--- config.mk ---
export PLATFORM = sky130hd
export DESIGN_NAME = sm83_cb_exec
export DESIGN_NICKNAME = d
export VERILOG_FILES = /design/src/logic/sm83_isa_pkg.sv /design/src/logic/sm83_exec_pkg.sv /design/src/logic/sm83_lane_if.sv /design/src/logic/sm83_prefix_seq.sv /design/src/logic/sm83_decode.sv /design/src/logic/sm83_cb_issue.sv /design/src/logic/sm83_cb_lane.sv /design/src/logic/sm83_cb_flags.sv /design/src/logic/sm83_cb_exec.sv
export SDC_FILE = /design/constraint.sdc
export NUM_CORES = 1
export LEC_CHECK = 0
export ABC_AREA = 1
export BUFFER_PORTS_ARGS = -buffer_cell sky130_fd_sc_hd__buf_2
export CAP_MARGIN = 20
export CORE_ASPECT_RATIO = 1.25
export CORE_MARGIN = 2
export CORE_UTILIZATION = 49
export CTS_BUF_LIST = sky130_fd_sc_hd__clkbuf_2
export DETAILED_ROUTE_END_ITERATION = 16
export PLACE_DENSITY = 0.69
export RECOVER_POWER = 50
export SLEW_MARGIN = 30
export SYNTH_ARGS = -nofsm -noshare
export SYNTH_HDL_FRONTEND = slang
export SYNTH_SLANG_ARGS = --single-unit
--- constraint.sdc ---
create_clock -name clk -period 1.8 [get_ports clk]
set_input_delay 0.27 -clock clk [delete_from_list [all_inputs] [get_ports clk]]
set_output_delay 0.27 -clock clk [all_outputs]
set_load 0.1 [all_outputs]
--- src/logic/sm83_isa_pkg.sv ---
package sm83_isa_pkg;

	typedef logic [7:0] opcode_t;  // One instruction byte.

	localparam opcode_t PREFIX_CB = 8'hcb;  // Selects the CB bank for the next byte.

	// ~~~~ CB opcode ~~~~~~~~~~
	typedef struct packed {
		logic [1:0] group;  // 0 for rotates and shifts.
		logic [2:0] kind;   // Which shift.
		logic [2:0] src;    // Register field.
	} cb_shift_t;

	typedef struct packed {
		logic [1:0] group;  // 1 BIT, 2 RES, 3 SET.
		logic [2:0] index;  // Bit number.
		logic [2:0] src;    // Register field.
	} cb_bit_t;

	typedef union packed {
		cb_shift_t shift;
		cb_bit_t   bits;
	} cb_opcode_u;

	typedef enum logic [2:0] {
		SK_RLC, SK_RRC, SK_RL, SK_RR, SK_SLA, SK_SRA, SK_SWAP, SK_SRL
	} shift_kind_t;  // Matches the kind field order.

	typedef enum logic [1:0] {CB_SHIFT, CB_BIT, CB_RES, CB_SET} cb_op_t;  // Same order as group.

	// ~~~~ Classes ~~~~~~~~~~~~
	typedef enum logic [3:0] {
		CLS_NONE, CLS_ALU8, CLS_INCDEC8, CLS_ROT_A, CLS_FLAGOP, CLS_ARITH16, CLS_LOAD8,
		CLS_LOAD16, CLS_STACK, CLS_JUMP, CLS_CALLRET, CLS_CONTROL, CLS_PREFIX, CLS_CB
	} instr_class_t;

endpackage

--- src/logic/sm83_exec_pkg.sv ---
package sm83_exec_pkg;

	typedef struct packed {
		logic z;  // Zero.
		logic n;  // Subtract.
		logic h;  // Half carry.
		logic c;  // Carry.
	} flags_t;

	localparam int LANES      = 8;  // One lane per operand bit.
	localparam int PIPE_DEPTH = 3;  // Edges from byte to output.

endpackage

--- src/logic/sm83_lane_if.sv ---
`timescale 1ns/10ps

interface sm83_lane_if;
	import sm83_isa_pkg::*;
	import sm83_exec_pkg::*;

	cb_op_t           op;          // Operation group.
	logic [2:0]       shift_kind;  // Rotate or shift selector.
	logic [2:0]       bit_sel;     // Target bit of BIT/RES/SET.
	logic [LANES-1:0] operand;     // Source byte.
	logic             carry_in;    // Old C for RL and RR.
	flags_t           flags_in;    // Flags before the operation.
	logic             valid;       // Issue register holds a byte.
	logic [LANES-1:0] res;         // One bit from each lane.

	modport issue (output op, shift_kind, bit_sel, operand, carry_in, flags_in, valid);
	modport lane  (input op, shift_kind, bit_sel, operand, carry_in, output res);
	modport drain (input op, shift_kind, bit_sel, operand, carry_in, flags_in, valid, res);
endinterface

--- src/logic/sm83_prefix_seq.sv ---
`timescale 1ns/10ps

module sm83_prefix_seq (
	input  logic                  clk,
	input  logic                  rst,
	input  logic                  byte_valid,     // Byte strobe.
	input  sm83_isa_pkg::opcode_t byte_in,
	input  logic                  intr_entry_in,  // Interrupt entry level.
	output sm83_isa_pkg::opcode_t opcode,         // Registered byte.
	output logic                  bank_cb,        // Decode in the CB bank.
	output logic                  intr_entry,     // Byte came in during entry.
	output logic                  stage_valid     // Register holds a new byte.
);
	import sm83_isa_pkg::*;

	logic armed;  // Prefix seen and waiting for its byte.

	always_ff @(posedge clk) begin
		if (rst) begin
			armed       <= 1'b0;
			bank_cb     <= 1'b0;
			intr_entry  <= 1'b0;
			stage_valid <= 1'b0;
		end else begin
			stage_valid <= byte_valid;
			if (byte_valid) begin
				bank_cb    <= armed && !intr_entry_in;  // Entry cancels the prefix.
				intr_entry <= intr_entry_in;
				armed      <= !armed && !intr_entry_in && byte_in == PREFIX_CB;  // Main bank only.
			end
		end
	end

	always_ff @(posedge clk) begin
		if (byte_valid)
			opcode <= byte_in;
	end

endmodule

--- src/logic/sm83_decode.sv ---
`timescale 1ns/10ps

module sm83_decode (
	input  sm83_isa_pkg::opcode_t opcode,  // Byte under decode.
	input  logic bank_cb,     // Byte follows a CB prefix.
	input  logic intr_entry,  // Interrupt entry blocks the main bank.
	input  logic in_alu,      // ALU group seen by the issue stage.
	output logic add_r,       // ALU op on r or (HL).
	output logic add_hl,      // ALU op on (HL).
	output logic add_n,       // ALU op on immediate.
	output logic add_x,       // ADD.
	output logic adc_x,       // ADC.
	output logic sub_x,       // SUB.
	output logic sbc_x,       // SBC.
	output logic and_x,       // AND.
	output logic xor_x,       // XOR.
	output logic or_x,        // OR.
	output logic cp_x,        // CP.
	output logic inc_m,       // INC or DEC on r or (HL).
	output logic inc_hl,      // INC or DEC on (HL).
	output logic dec_m,       // DEC on r or (HL).
	output logic rxxa,        // Accumulator rotates.
	output logic daa,         // Decimal adjust.
	output logic cpl,         // Complement A.
	output logic scf,         // Set carry.
	output logic ccf,         // Flip carry.
	output logic add_hl_ss,   // 16-bit add into HL.
	output logic add_sp_e,    // Signed add to SP.
	output logic inc_ss,      // 16-bit INC or DEC.
	output logic ld_r_r,      // Register moves. Also HALT.
	output logic ld_r_hl,     // Load r from (HL). Also HALT.
	output logic ld_hl_r,     // Store r to (HL). Also HALT.
	output logic ld_r_n,      // Immediate into r or (HL).
	output logic ld_hl_n,     // Immediate into (HL).
	output logic ld_xx_a,     // A through (BC) or (DE).
	output logic ld_hl_a,     // A through (HL+) or (HL-).
	output logic ld_x_dir,    // Store direction of the two above.
	output logic ldx_nn_a,    // A through (nn).
	output logic ld_n_a,      // A through high page (n).
	output logic ld_c_a,      // A through high page (C).
	output logic ld_n_dir,    // Store direction of high page moves. Also ADD SP.
	output logic ld_dd_nn,    // 16-bit immediate load.
	output logic ld_sp_hl,    // SP from HL.
	output logic ld_nn_sp,    // SP to (nn).
	output logic ldhl_sp_e,   // HL from SP plus offset.
	output logic push_pop,    // PUSH or POP.
	output logic push_qq,     // PUSH only.
	output logic jp_nn,       // Absolute jump.
	output logic jp_cc_nn,    // Conditional absolute jump.
	output logic jp_hl,       // Jump to HL.
	output logic jr_e,        // Relative jump.
	output logic jr_cc_e,     // Conditional relative jump.
	output logic call_nn,     // Call.
	output logic call_cc_nn,  // Conditional call.
	output logic ret,         // Return.
	output logic reti,        // Return and enable interrupts.
	output logic ret_cc,      // Conditional return.
	output logic rst_t,       // Restart vector.
	output logic nop,         // NOP.
	output logic stop,        // STOP.
	output logic halt,        // HALT.
	output logic di_ei,       // Interrupt enable change.
	output logic prefix_cb,   // Prefix byte.
	output logic rlc_m,       // CB rotates and shifts.
	output logic swap_m,      // CB SWAP.
	output logic bit_b_m,     // CB BIT.
	output logic res_b_m,     // CB RES.
	output logic set_b_m,     // CB SET.
	output logic cb_hl        // CB op on (HL).
);
	import sm83_isa_pkg::*;

	logic bank0;  // Main bank with no interrupt entry.

	assign bank0 = !bank_cb && !intr_entry;

	// ~~~~ ALU ops ~~~~~~~~~~~~
	assign add_x = in_alu && opcode[5:3] == 3'd0;
	assign adc_x = in_alu && opcode[5:3] == 3'd1;
	assign sub_x = in_alu && opcode[5:3] == 3'd2;
	assign sbc_x = in_alu && opcode[5:3] == 3'd3;
	assign and_x = in_alu && opcode[5:3] == 3'd4;
	assign xor_x = in_alu && opcode[5:3] == 3'd5;
	assign or_x  = in_alu && opcode[5:3] == 3'd6;
	assign cp_x  = in_alu && opcode[5:3] == 3'd7;

	// ~~~~ Arithmetic ~~~~~~~~~
	assign add_r     = bank0 && opcode[7:6] == 2'd2;                          // 80 to BF.
	assign add_hl    = bank0 && opcode[7:6] == 2'd2 && opcode[2:0] == 3'd6;  // Source field 6.
	assign add_n     = bank0 && opcode[7:6] == 2'd3 && opcode[2:0] == 3'd6;  // C6 to FE.
	assign inc_m     = bank0 && opcode[7:6] == 2'd0 && opcode[2:1] == 2'b10;  // Low bits 4 or 5.
	assign inc_hl    = bank0 && opcode inside {8'h34, 8'h35};
	assign dec_m     = bank0 && opcode[7:6] == 2'd0 && opcode[2:0] == 3'd5;
	assign rxxa      = bank0 && opcode[7:5] == 3'd0 && opcode[2:0] == 3'd7;  // 07 0F 17 1F.
	assign daa       = bank0 && opcode == 8'h27;
	assign cpl       = bank0 && opcode == 8'h2f;
	assign scf       = bank0 && opcode == 8'h37;
	assign ccf       = bank0 && opcode == 8'h3f;
	assign add_hl_ss = bank0 && opcode[7:6] == 2'd0 && opcode[3:0] == 4'h9;
	assign add_sp_e  = bank0 && opcode == 8'he8;
	assign inc_ss    = bank0 && opcode[7:6] == 2'd0 && opcode[2:0] == 3'd3;  // x3 and xB.

	// ~~~~ Loads ~~~~~~~~~~~~~~
	assign ld_r_r    = bank0 && opcode[7:6] == 2'd1;                          // 76 lands here too.
	assign ld_r_hl   = bank0 && opcode[7:6] == 2'd1 && opcode[2:0] == 3'd6;
	assign ld_hl_r   = bank0 && opcode[7:3] == 5'b01110;                      // 70 to 77.
	assign ld_r_n    = bank0 && opcode[7:6] == 2'd0 && opcode[2:0] == 3'd6;
	assign ld_hl_n   = bank0 && opcode == 8'h36;
	assign ld_xx_a   = bank0 && opcode[7:5] == 3'd0 && opcode[2:0] == 3'd2;  // 02 0A 12 1A.
	assign ld_hl_a   = bank0 && opcode[7:5] == 3'd1 && opcode[2:0] == 3'd2;  // 22 2A 32 3A.
	assign ld_x_dir  = bank0 && opcode[7:6] == 2'd0 && opcode[3:0] == 4'h2;  // Stores only.
	assign ldx_nn_a  = bank0 && opcode inside {8'hea, 8'hfa};
	assign ld_n_a    = bank0 && opcode inside {8'he0, 8'hf0};
	assign ld_c_a    = bank0 && opcode inside {8'he2, 8'hf2};
	assign ld_n_dir  = bank0 && opcode inside {8'he0, 8'he2, 8'he8, 8'hea};
	assign ld_dd_nn  = bank0 && opcode[7:6] == 2'd0 && opcode[3:0] == 4'h1;
	assign ld_sp_hl  = bank0 && opcode == 8'hf9;
	assign ld_nn_sp  = bank0 && opcode == 8'h08;
	assign ldhl_sp_e = bank0 && opcode == 8'hf8;
	assign push_pop  = bank0 && opcode[7:6] == 2'd3 && opcode[3:0] inside {4'h1, 4'h5};
	assign push_qq   = bank0 && opcode[7:6] == 2'd3 && opcode[3:0] == 4'h5;

	// ~~~~ Control flow ~~~~~~~
	assign jp_nn      = bank0 && opcode == 8'hc3;
	assign jp_cc_nn   = bank0 && opcode[7:5] == 3'd6 && opcode[2:0] == 3'd2;  // C2 CA D2 DA.
	assign jp_hl      = bank0 && opcode == 8'he9;
	assign jr_e       = bank0 && opcode == 8'h18;
	assign jr_cc_e    = bank0 && opcode[7:5] == 3'd1 && opcode[2:0] == 3'd0;  // 20 28 30 38.
	assign call_nn    = bank0 && opcode == 8'hcd;
	assign call_cc_nn = bank0 && opcode[7:5] == 3'd6 && opcode[2:0] == 3'd4;
	assign ret        = bank0 && opcode == 8'hc9;
	assign reti       = bank0 && opcode == 8'hd9;
	assign ret_cc     = bank0 && opcode[7:5] == 3'd6 && opcode[2:0] == 3'd0;
	assign rst_t      = bank0 && opcode[7:6] == 2'd3 && opcode[2:0] == 3'd7;  // Eight vectors.

	assign nop       = bank0 && opcode == 8'h00;
	assign stop      = bank0 && opcode == 8'h10;
	assign halt      = bank0 && opcode == 8'h76;
	assign di_ei     = bank0 && opcode inside {8'hf3, 8'hfb};
	assign prefix_cb = bank0 && opcode == PREFIX_CB;

	// CB bank keys on the group field.
	assign rlc_m   = bank_cb && opcode[7:6] == 2'd0;
	assign swap_m  = bank_cb && opcode[7:3] == 5'd6;
	assign bit_b_m = bank_cb && opcode[7:6] == 2'd1;
	assign res_b_m = bank_cb && opcode[7:6] == 2'd2;
	assign set_b_m = bank_cb && opcode[7:6] == 2'd3;
	assign cb_hl   = bank_cb && opcode[2:0] == 3'd6;  // Memory operand form.

endmodule

--- src/logic/sm83_cb_issue.sv ---
`timescale 1ns/10ps

module sm83_cb_issue (
	input  logic                   clk,
	input  logic                   rst,
	input  logic                   stage_valid,  // Decoder input is a new byte.
	input  sm83_isa_pkg::opcode_t  opcode,
	input  logic [7:0]             operand_in,
	input  sm83_exec_pkg::flags_t  flags_in,
	input  logic add_r, add_n, inc_m, rxxa, daa, cpl, scf, ccf,
	input  logic add_hl_ss, add_sp_e, inc_ss,
	input  logic ld_r_r, ld_r_n, ld_xx_a, ld_hl_a, ldx_nn_a, ld_n_a, ld_c_a,
	input  logic ld_dd_nn, ld_sp_hl, ld_nn_sp, ldhl_sp_e, push_pop,
	input  logic jp_nn, jp_cc_nn, jp_hl, jr_e, jr_cc_e,
	input  logic call_nn, call_cc_nn, ret, reti, ret_cc, rst_t,
	input  logic nop, stop, halt, di_ei, prefix_cb,
	input  logic rlc_m, bit_b_m, res_b_m, set_b_m,
	output logic                   in_alu,  // ALU group back to the decoder.
	output sm83_isa_pkg::instr_class_t cls,  // Registered class.
	sm83_lane_if.issue             ctl
);
	import sm83_isa_pkg::*;

	cb_opcode_u   cb;        // Two views of the same byte.
	instr_class_t cls_next;

	assign in_alu = add_r || add_n;
	assign cb     = opcode;

	always_comb begin
		if (nop || stop || halt || di_ei)                        cls_next = CLS_CONTROL;  // Before loads.
		else if (rlc_m || bit_b_m || res_b_m || set_b_m)         cls_next = CLS_CB;
		else if (prefix_cb)                                      cls_next = CLS_PREFIX;
		else if (in_alu)                                         cls_next = CLS_ALU8;
		else if (inc_m)                                          cls_next = CLS_INCDEC8;
		else if (rxxa)                                           cls_next = CLS_ROT_A;
		else if (daa || cpl || scf || ccf)                       cls_next = CLS_FLAGOP;
		else if (add_hl_ss || add_sp_e || inc_ss)                cls_next = CLS_ARITH16;
		else if (ld_r_r || ld_r_n || ld_xx_a || ld_hl_a || ldx_nn_a || ld_n_a || ld_c_a)
			cls_next = CLS_LOAD8;
		else if (ld_dd_nn || ld_sp_hl || ld_nn_sp || ldhl_sp_e)  cls_next = CLS_LOAD16;
		else if (push_pop)                                       cls_next = CLS_STACK;
		else if (jp_nn || jp_cc_nn || jp_hl || jr_e || jr_cc_e)  cls_next = CLS_JUMP;
		else if (call_nn || call_cc_nn || ret || reti || ret_cc || rst_t)
			cls_next = CLS_CALLRET;
		else                                                     cls_next = CLS_NONE;  // Unused slots.
	end

	always_ff @(posedge clk) begin
		if (rst)
			ctl.valid <= 1'b0;
		else
			ctl.valid <= stage_valid;
	end

	always_ff @(posedge clk) begin
		if (stage_valid) begin
			cls          <= cls_next;
			ctl.operand  <= operand_in;
			ctl.flags_in <= flags_in;
			ctl.carry_in <= flags_in.c;  // Feeds RL and RR.
			if (cb.shift.group == 2'd0) begin
				ctl.op         <= CB_SHIFT;
				ctl.shift_kind <= cb.shift.kind;
			end else begin
				ctl.op      <= cb_op_t'(cb.bits.group);  // Group order equals cb_op_t.
				ctl.bit_sel <= cb.bits.index;
			end
		end
	end

endmodule

--- src/logic/sm83_cb_lane.sv ---
`timescale 1ns/10ps

module sm83_cb_lane #(
	parameter int POS = 0  // Bit position served.
) (
	sm83_lane_if.lane ctl
);
	import sm83_isa_pkg::*;
	import sm83_exec_pkg::*;

	localparam int LO = (POS + LANES - 1) % LANES;  // Lower neighbour. Bit 0 wraps to 7.
	localparam int HI = (POS + 1) % LANES;          // Upper neighbour. Bit 7 wraps to 0.
	localparam int SW = POS ^ (LANES / 2);          // Other nibble.

	logic own, hit, from_lo, from_hi, shifted, bit_out;

	assign own = ctl.operand[POS];
	assign hit = ctl.bit_sel == 3'(POS);

	always_comb begin
		from_lo = ctl.operand[LO];  // RLC gets its wrap for free.
		from_hi = ctl.operand[HI];  // So does RRC.
		if (POS == 0 && ctl.shift_kind == SK_RL)          from_lo = ctl.carry_in;
		if (POS == 0 && ctl.shift_kind == SK_SLA)         from_lo = 1'b0;
		if (POS == LANES - 1 && ctl.shift_kind == SK_RR)  from_hi = ctl.carry_in;
		if (POS == LANES - 1 && ctl.shift_kind == SK_SRA) from_hi = own;  // Sign kept.
		if (POS == LANES - 1 && ctl.shift_kind == SK_SRL) from_hi = 1'b0;
		if (ctl.shift_kind == SK_SWAP)
			shifted = ctl.operand[SW];
		else
			shifted = ctl.shift_kind[0] ? from_hi : from_lo;  // Odd kinds go right.
		case (ctl.op)
			CB_SHIFT: bit_out = shifted;
			CB_RES:   bit_out = hit ? 1'b0 : own;
			CB_SET:   bit_out = hit ? 1'b1 : own;
			default:  bit_out = own;  // BIT only reads.
		endcase
	end

	assign ctl.res[POS] = bit_out;

endmodule

--- src/logic/sm83_cb_flags.sv ---
`timescale 1ns/10ps

module sm83_cb_flags (
	input  logic                       clk,
	input  logic                       rst,
	input  sm83_isa_pkg::instr_class_t cls_in,
	input  logic                       pipe_valid,  // Issue register holds a byte.
	sm83_lane_if.drain                 res_bus,
	output logic                       out_valid,
	output sm83_isa_pkg::instr_class_t out_class,
	output logic                       cb_valid,
	output logic [7:0]                 result,
	output sm83_exec_pkg::flags_t      flags_out
);
	import sm83_isa_pkg::*;
	import sm83_exec_pkg::*;

	logic   is_cb;
	logic   shift_out;   // Bit pushed out by a rotate or shift.
	flags_t flags_next;

	assign is_cb = cls_in == CLS_CB;

	always_comb begin
		case (res_bus.shift_kind)
			SK_RLC, SK_RL, SK_SLA: shift_out = res_bus.operand[7];
			SK_SWAP:               shift_out = 1'b0;
			default:               shift_out = res_bus.operand[0];
		endcase
		flags_next = res_bus.flags_in;  // RES, SET and main bank.
		if (is_cb && res_bus.op == CB_SHIFT) begin
			flags_next.z = res_bus.res == '0;
			flags_next.n = 1'b0;
			flags_next.h = 1'b0;
			flags_next.c = shift_out;
		end else if (is_cb && res_bus.op == CB_BIT) begin
			flags_next.z = !res_bus.operand[res_bus.bit_sel];
			flags_next.n = 1'b0;
			flags_next.h = 1'b1;  // C passes through.
		end
	end

	always_ff @(posedge clk) begin
		if (rst) begin
			out_valid <= 1'b0;
			cb_valid  <= 1'b0;
			out_class <= CLS_NONE;
		end else begin
			out_valid <= pipe_valid;
			cb_valid  <= pipe_valid && is_cb;
			if (pipe_valid)
				out_class <= cls_in;
		end
	end

	always_ff @(posedge clk) begin
		if (pipe_valid) begin
			result    <= is_cb ? res_bus.res : res_bus.operand;  // Main bank echoes the operand.
			flags_out <= flags_next;
		end
	end

endmodule

--- src/logic/sm83_cb_exec.sv ---
`timescale 1ns/10ps

module sm83_cb_exec (
	input  logic                       clk,
	input  logic                       rst,
	input  logic                       byte_valid,
	input  sm83_isa_pkg::opcode_t      byte_in,
	input  logic                       intr_entry,
	input  logic [7:0]                 operand,
	input  sm83_exec_pkg::flags_t      flags_in,
	output logic                       out_valid,
	output sm83_isa_pkg::instr_class_t out_class,
	output logic                       cb_valid,
	output logic [7:0]                 result,
	output sm83_exec_pkg::flags_t      flags_out
);
	import sm83_isa_pkg::*;
	import sm83_exec_pkg::*;

	opcode_t      opcode;
	logic         bank_cb, intr_q, stage_valid, in_alu;
	logic [7:0]   operand_q;  // Operand aligned with the registered byte.
	flags_t       flags_q;
	instr_class_t cls;

	// ~~~~ Decoder flags ~~~~~~
	logic add_r, add_n, inc_m, rxxa, daa, cpl, scf, ccf;
	logic add_hl_ss, add_sp_e, inc_ss;
	logic ld_r_r, ld_r_n, ld_xx_a, ld_hl_a, ldx_nn_a, ld_n_a, ld_c_a;
	logic ld_dd_nn, ld_sp_hl, ld_nn_sp, ldhl_sp_e, push_pop;
	logic jp_nn, jp_cc_nn, jp_hl, jr_e, jr_cc_e;
	logic call_nn, call_cc_nn, ret, reti, ret_cc, rst_t;
	logic nop, stop, halt, di_ei, prefix_cb;
	logic rlc_m, bit_b_m, res_b_m, set_b_m;

	sm83_lane_if lane_bus ();

	always_ff @(posedge clk) begin
		if (byte_valid) begin
			operand_q <= operand;  // Same edge as the byte.
			flags_q   <= flags_in;
		end
	end

	sm83_prefix_seq u_seq (
		.clk(clk), .rst(rst),
		.byte_valid(byte_valid), .byte_in(byte_in), .intr_entry_in(intr_entry),
		.opcode(opcode), .bank_cb(bank_cb), .intr_entry(intr_q), .stage_valid(stage_valid)
	);

	sm83_decode u_decode (
		.*,
		.intr_entry(intr_q),
		.add_hl(), .add_x(), .adc_x(), .sub_x(), .sbc_x(), .and_x(), .xor_x(), .or_x(),
		.cp_x(), .inc_hl(), .dec_m(), .ld_r_hl(), .ld_hl_r(), .ld_hl_n(), .ld_x_dir(),
		.ld_n_dir(), .push_qq(), .swap_m(), .cb_hl()
	);

	sm83_cb_issue u_issue (.*, .operand_in(operand_q), .flags_in(flags_q), .ctl(lane_bus));

	for (genvar i = 0; i < LANES; i++) begin : g_lane
		sm83_cb_lane #(.POS(i)) u_lane (.ctl(lane_bus));
	end

	sm83_cb_flags u_flags (.*, .cls_in(cls), .pipe_valid(lane_bus.valid), .res_bus(lane_bus));

endmodule

Yosys cells after proc, flatten, opt, wreduce, memory -nomap -nowiden --
Index checks and enable logic that the tools add are counted.
Word-level totals: ROM bits 0, bits in writable memories 0, memories 0, register bits after elaboration 67, logic and storage cells 262, bits in latches 0
Operators by class: reductions and logical operators 109, multiply operators 0, divide/modulo/power cells 0, bitwise gates (word level) 1, add/subtract/negate cells 0, magnitude comparators 1, mux-type cells 64, eq/ne operators 57, shifts and indexed selects 0
Operators by type and width (count):
- == test 8 bit, second input constant | 18
- logical AND 1 bit | 55
- 2-to-1 mux 4 bit | 10
- 2-to-1 mux 1 bit | 39
- == test 3 bit, second input constant | 12
- == test 8 x 6 -> 1 bit, second input constant | 4
- logical OR 1 bit | 30
- case mux 1 bit (3 select lines) | 8
- == test 3 x 2 -> 1 bit, second input constant | 6
- == test 8 x 5 -> 1 bit, second input constant | 2
- logical NOT 8 bit | 2
- logical NOT 3 bit | 4
- 2-to-1 mux 3 bit | 4
- == test 2 bit, second input constant | 5
- nonzero test 2 bit | 5
- == test 4 bit, second input constant | 2
- == test 8 x 4 -> 1 bit, second input constant | 1
- == test 8 x 7 -> 1 bit, second input constant | 1
- 2-to-1 mux 8 bit | 1
- == test 3 x 1 -> 1 bit, second input constant | 2
- OR reduction 3 bit | 2
- logical NOT 1 bit | 5
- == test 2 x 1 -> 1 bit, second input constant | 2
- == test 4 x 1 -> 1 bit, second input constant | 1
- other kinds (8) | 11

Logic depth before layout (Yosys ltp) --
depth after elaboration 21, depth in mapped cells 12, depth with buffers taken out 12

Least setup slack after synthesis --
Ideal clock, no wire load.
path type register to register, from reg u_issue.ctl.bit_sel[1], to reg u_flags.result[0], data pin, library setup time 0.255 ns, arrival 1.232 ns, data required time 1.545 ns, buffers on the path 0, setup slack 0.313 ns, cell stages (with the launch flop) 9, path through edfxtp_1 nor2_1 nand2_1 nand2_1 o21ai_0 a21oi_1 nor2_1 o21ai_0 inv_1
Between the ends: cells in the longest elaborated chain, start to end 4
RTL lines:
- start, declared | RTL line sm83_lane_if.sv:16 | modport issue (output op, shift_kind, bit_sel, operand, carry_in, flags_in, valid);
- start signal, assigned | RTL line sm83_cb_issue.sv:67 | ctl.bit_sel <= cb.bits.index;
- logical NOT 3 bit * | RTL line sm83_cb_lane.sv:18 | assign hit = ctl.bit_sel == 3'(POS);
- 2-to-1 mux 1 bit (on tied branches) | RTL line sm83_cb_lane.sv:35, sm83_cb_lane.sv:34
- case mux 1 bit (3 select lines) * | RTL line sm83_cb_lane.sv:32 | case (ctl.op)
- 2-to-1 mux 8 bit * | RTL line sm83_cb_flags.sv:58 | result <= is_cb ? res_bus.res : res_bus.operand;
- end signal, assigned | RTL line sm83_cb_flags.sv:58
- end, declared | RTL line sm83_cb_flags.sv:12 | output logic [7:0] result,
Every way passes the cells marked *; elsewhere a longest branch is shown, timed or not. A chain may end at the register's enable or synchronous reset.

Worst setup path in the final report --
from reg u_issue.cls[1], to reg, netlist name u_flags.flags_out[2]
Between the ends: cells in the longest elaborated chain, start to end 3
RTL lines:
- start, declared | RTL line sm83_cb_issue.sv:19 | output sm83_isa_pkg::instr_class_t cls,
- start signal, assigned | RTL line sm83_cb_issue.sv:58 | cls <= cls_next;
- == test 4 bit * | RTL line sm83_cb_flags.sv:22 | assign is_cb = cls_in == CLS_CB;
- logical AND 1 bit (on tied branches) | RTL line sm83_cb_flags.sv:36, sm83_cb_flags.sv:31
- OR reduction 2 bit (no source line) *
Marked as above.

==> reports/metrics.yaml <==
synth_area_um2: 3400
yosys-top-cells-area: "edfxtp_1 49%, nand2_1 12%, dfxtp_1 6.5%, nor2_1 6.1%, inv_1 5.3%"
synth_nets: 422
vias: 2946
grt_max_degree: 22
cts_sinks: 67
rsz0062_at_grt: "false"
outcome: "complete, no violations"
min_path_type: "in -> reg"
yosys.area.top_type: "edfxtp_1"
reg2reg_setup_slack_ns: 0.08
switching_share: 0.297
io_pins: 42
p_total_mw: 3.49
drt-initial-drc-count: 202
clock_skew_ns: 0.0283
postSynthCellCount: 398
drc_errors: 0
yosysUniqueCellTypes: 34
finalWeightedCongestion: 0.963
place_ws_ns: -0.0443
die_y_um: 97.1
r2r-start: "u_issue.cls[1]$_SDFFCE_PP1P_"
cp-end-kind: "register"
rr_endpoint: "u_flags.flags_out[2]$_SDFFCE_PP0P_"
core_area_um2: 6650
setup_viol: 0
wl_met3_um: 588
p_sw_mw: 1.04
io_buffers: 41
start_util: 0.511
mostFrequentLayoutCells: "107 x nand2_1, 56 x edfxtp_1, 53 x nor2_1, 47 x inv_1, 36 x buf_2"
grt_overflow_total: 0
drv_cap: 0
die_w_um: 78.5
grt_pass1_wl_um: 12800
pwr-share-comb: 0.165
grt_pass1_vias: 2709
clkTransAtPathRegs_ns: 0.20
intPower_mw: 2.45
power_density_nw_per_um2: 838
synth.top_cell.area_share: 0.495
power.leakage_nw: 1.83
hold_viol: 0
cp_data_required_time_ns: 2.06
viasPerCell: 5.13
diodes: 0
row_count: 33
clock_path_buffers: 2
synthToLayoutAreaGrowth_pct: 22.6
endpoint: "u_flags.flags_out[2]$_SDFFCE_PP0P_"
fin_crit_ns: 1.72
synth_ff_type: "edfxtp_1"
die_area_um2: 7620
slew_headroom: 0.435
worstPathArrival_ns: 1.98
post-place-cells: 528
final_cells: 574
avgSynthCellArea_um2: 8.54
critPathLaunchType: "register"
async_flop_share: 0
crit_start: "u_issue.cls[1]$_SDFFCE_PP1P_"
critPathKind: "reg -> reg"
holdPathStages: 2
fmax_mhz: 581
ys_ff_latch: 67
drive_gt1_frac: 0.187
cts_buffers: 9
wl_met1_um: 3260
pwr-share-clk: 0.302
mostFrequentLayoutCell: "nand2_1"
ys_warn_count: 0
power_frac_seq: 0.533
clk_latency_ns: 0.49
wl_met2_um: 3910
dp_hpwl_um: 5690
setup_ws_ns: 0.0798
nNetsFinal: 506
critPathMaxFanout: 6
ir_drop_mv: 0.801
totalWireLength_um: 7870
ant_nets: 0
post-route-util: 0.627
synth_edf_count: 56
ff2ff_path_depth: 7
timing_worst_slew_pin_value_ns: 0.847
root_buffer: "clkbuf_2"
first_pass_iters: 5
route.detailed.wl_per_inst_um: 13.7
grtUsageTotal: 0.219
slew_violations: 0
fin_crit_sh: 0.956
antenna_found_initial: 0
tritoncts: "done"
top_layer: "met4"
yosysSeqAreaShare: 0.560
h-tree-depth: 3
[power groups by stage]
stage               clock network [mW]  registers [mW]  logic, mW
finish                            1.06            1.86      0.575
global route                      1.14            1.87      0.637
CTS                               1.09            1.86      0.559
detailed placement                   0            1.89      0.520
global placement                     0            1.89      0.526
floorplan                            0            1.98      0.283
[worst min-delay path by stage]
| stage | startpoint | end | slack, ns |
|---|---|---|---|
| detailed placement | operand_q[7]$_DFFE_PP_ | u_issue.ctl.operand[7]$_DFFE_PP_ | 0.40 |
| floorplan | rst | u_flags.out_class[2]$_SDFFE_PP0P_ | 0.35 |
| CTS | rst | u_seq.bank_cb$_SDFFE_PP0P_ | 0.04 |
| global route | rst | u_flags.out_class[1]$_SDFFE_PP0P_ | 0.02 |
| finish | rst | u_seq.bank_cb$_SDFFE_PP0P_ | 0.10 |
| global placement | operand_q[4]$_DFFE_PP_ | u_issue.ctl.operand[4]$_DFFE_PP_ | 0.40 |
[worst max-delay path, cell delays in order, from the launching register on]
cell	delay, ns
edfxtp_1	0.42
nor2_1	0.11
and3_2	0.27
clkinvlp_4	0.20
clkbuf_2	0.20
buf_4	0.15
o21ai_0	0.13
inv_1	0.05
[through the flow]
step | hold slack, ns | instance area, µm² | setup TNS (ns)
after floorplan | 0.348 | 3400 | 0
after global placement | 0.400 | 3730 | 0
after detailed placement | 0.405 | 3730 | -0.0443
after CTS | 0.0406 | 4100 | 0
after global routing | 0.0238 | 4170 | 0
final | 0.104 | 4170 | 0
[cells in the mapped netlist (3+ instances only)]
cell,number
dfxtp_1,11
nand4_1,6
nand2_1,107
edfxtp_1,56
a211oi_1,5
nand2_2,3
inv_1,48
nand3_1,29
a21oi_1,17
nor3_1,9
nor2_1,55
inv_2,4
buf_2,4
o21ai_0,14
o22ai_1,3
[metal layers]
metal | up-vias | track usage
met5 | - | 0
met4 | 0 | 0.0864
met3 | 9 | 0.0604
met2 | 137 | 0.353
met1 | 1305 | 0.279
li1 | 1495 | -
[state kept, by name, indices dropped and copies added, names as in the netlist, 2 cells and up]
register,flops
u_flags.result,8
u_issue.ctl.bit_sel,3
flags_q,4
u_flags.out_class,4
u_issue.ctl.op,2
u_issue.cls,4
u_flags.flags_out,4
operand_q,8
u_issue.ctl.operand,8
u_issue.ctl.shift_kind,3
u_seq.opcode,8
u_issue.ctl.flags_in,3
[cell type report]
type | instances | area [µm²]
Fill cell | 582 | 2480
Sequential cell | 67 | 1900
Multi-Input combinational cell | 269 | 1260
Timing Repair Buffer | 81 | 546
Inverter | 54 | 208
Tap cell | 87 | 109
Clock inverter | 7 | 100
Clock buffer | 9 | 45.0
[repair_timing]
action	4_1_cts	5_1_grt
hold buffers	22	0
buffers inserted	0	8
hold endpoints to repair	22	0
resized for setup	1	5
setup endpoints to repair	1	7
pin swaps	0	0
[logic make-up (layout without fill, tap and decap cells)]
| group | Yosys count | count (layout) | synth area share |
|---|---|---|---|
| flip-flops | 67 | 67 | 0.560 |
| AO/OA/AOI/OAI | 51 | 51 | 0.0880 |
| AND/OR/NAND/NOR | 218 | 218 | 0.277 |
| buffers and inverters | 62 | 151 | 0.0755 |
Note: power is estimated with default switching activity, not from simulation.
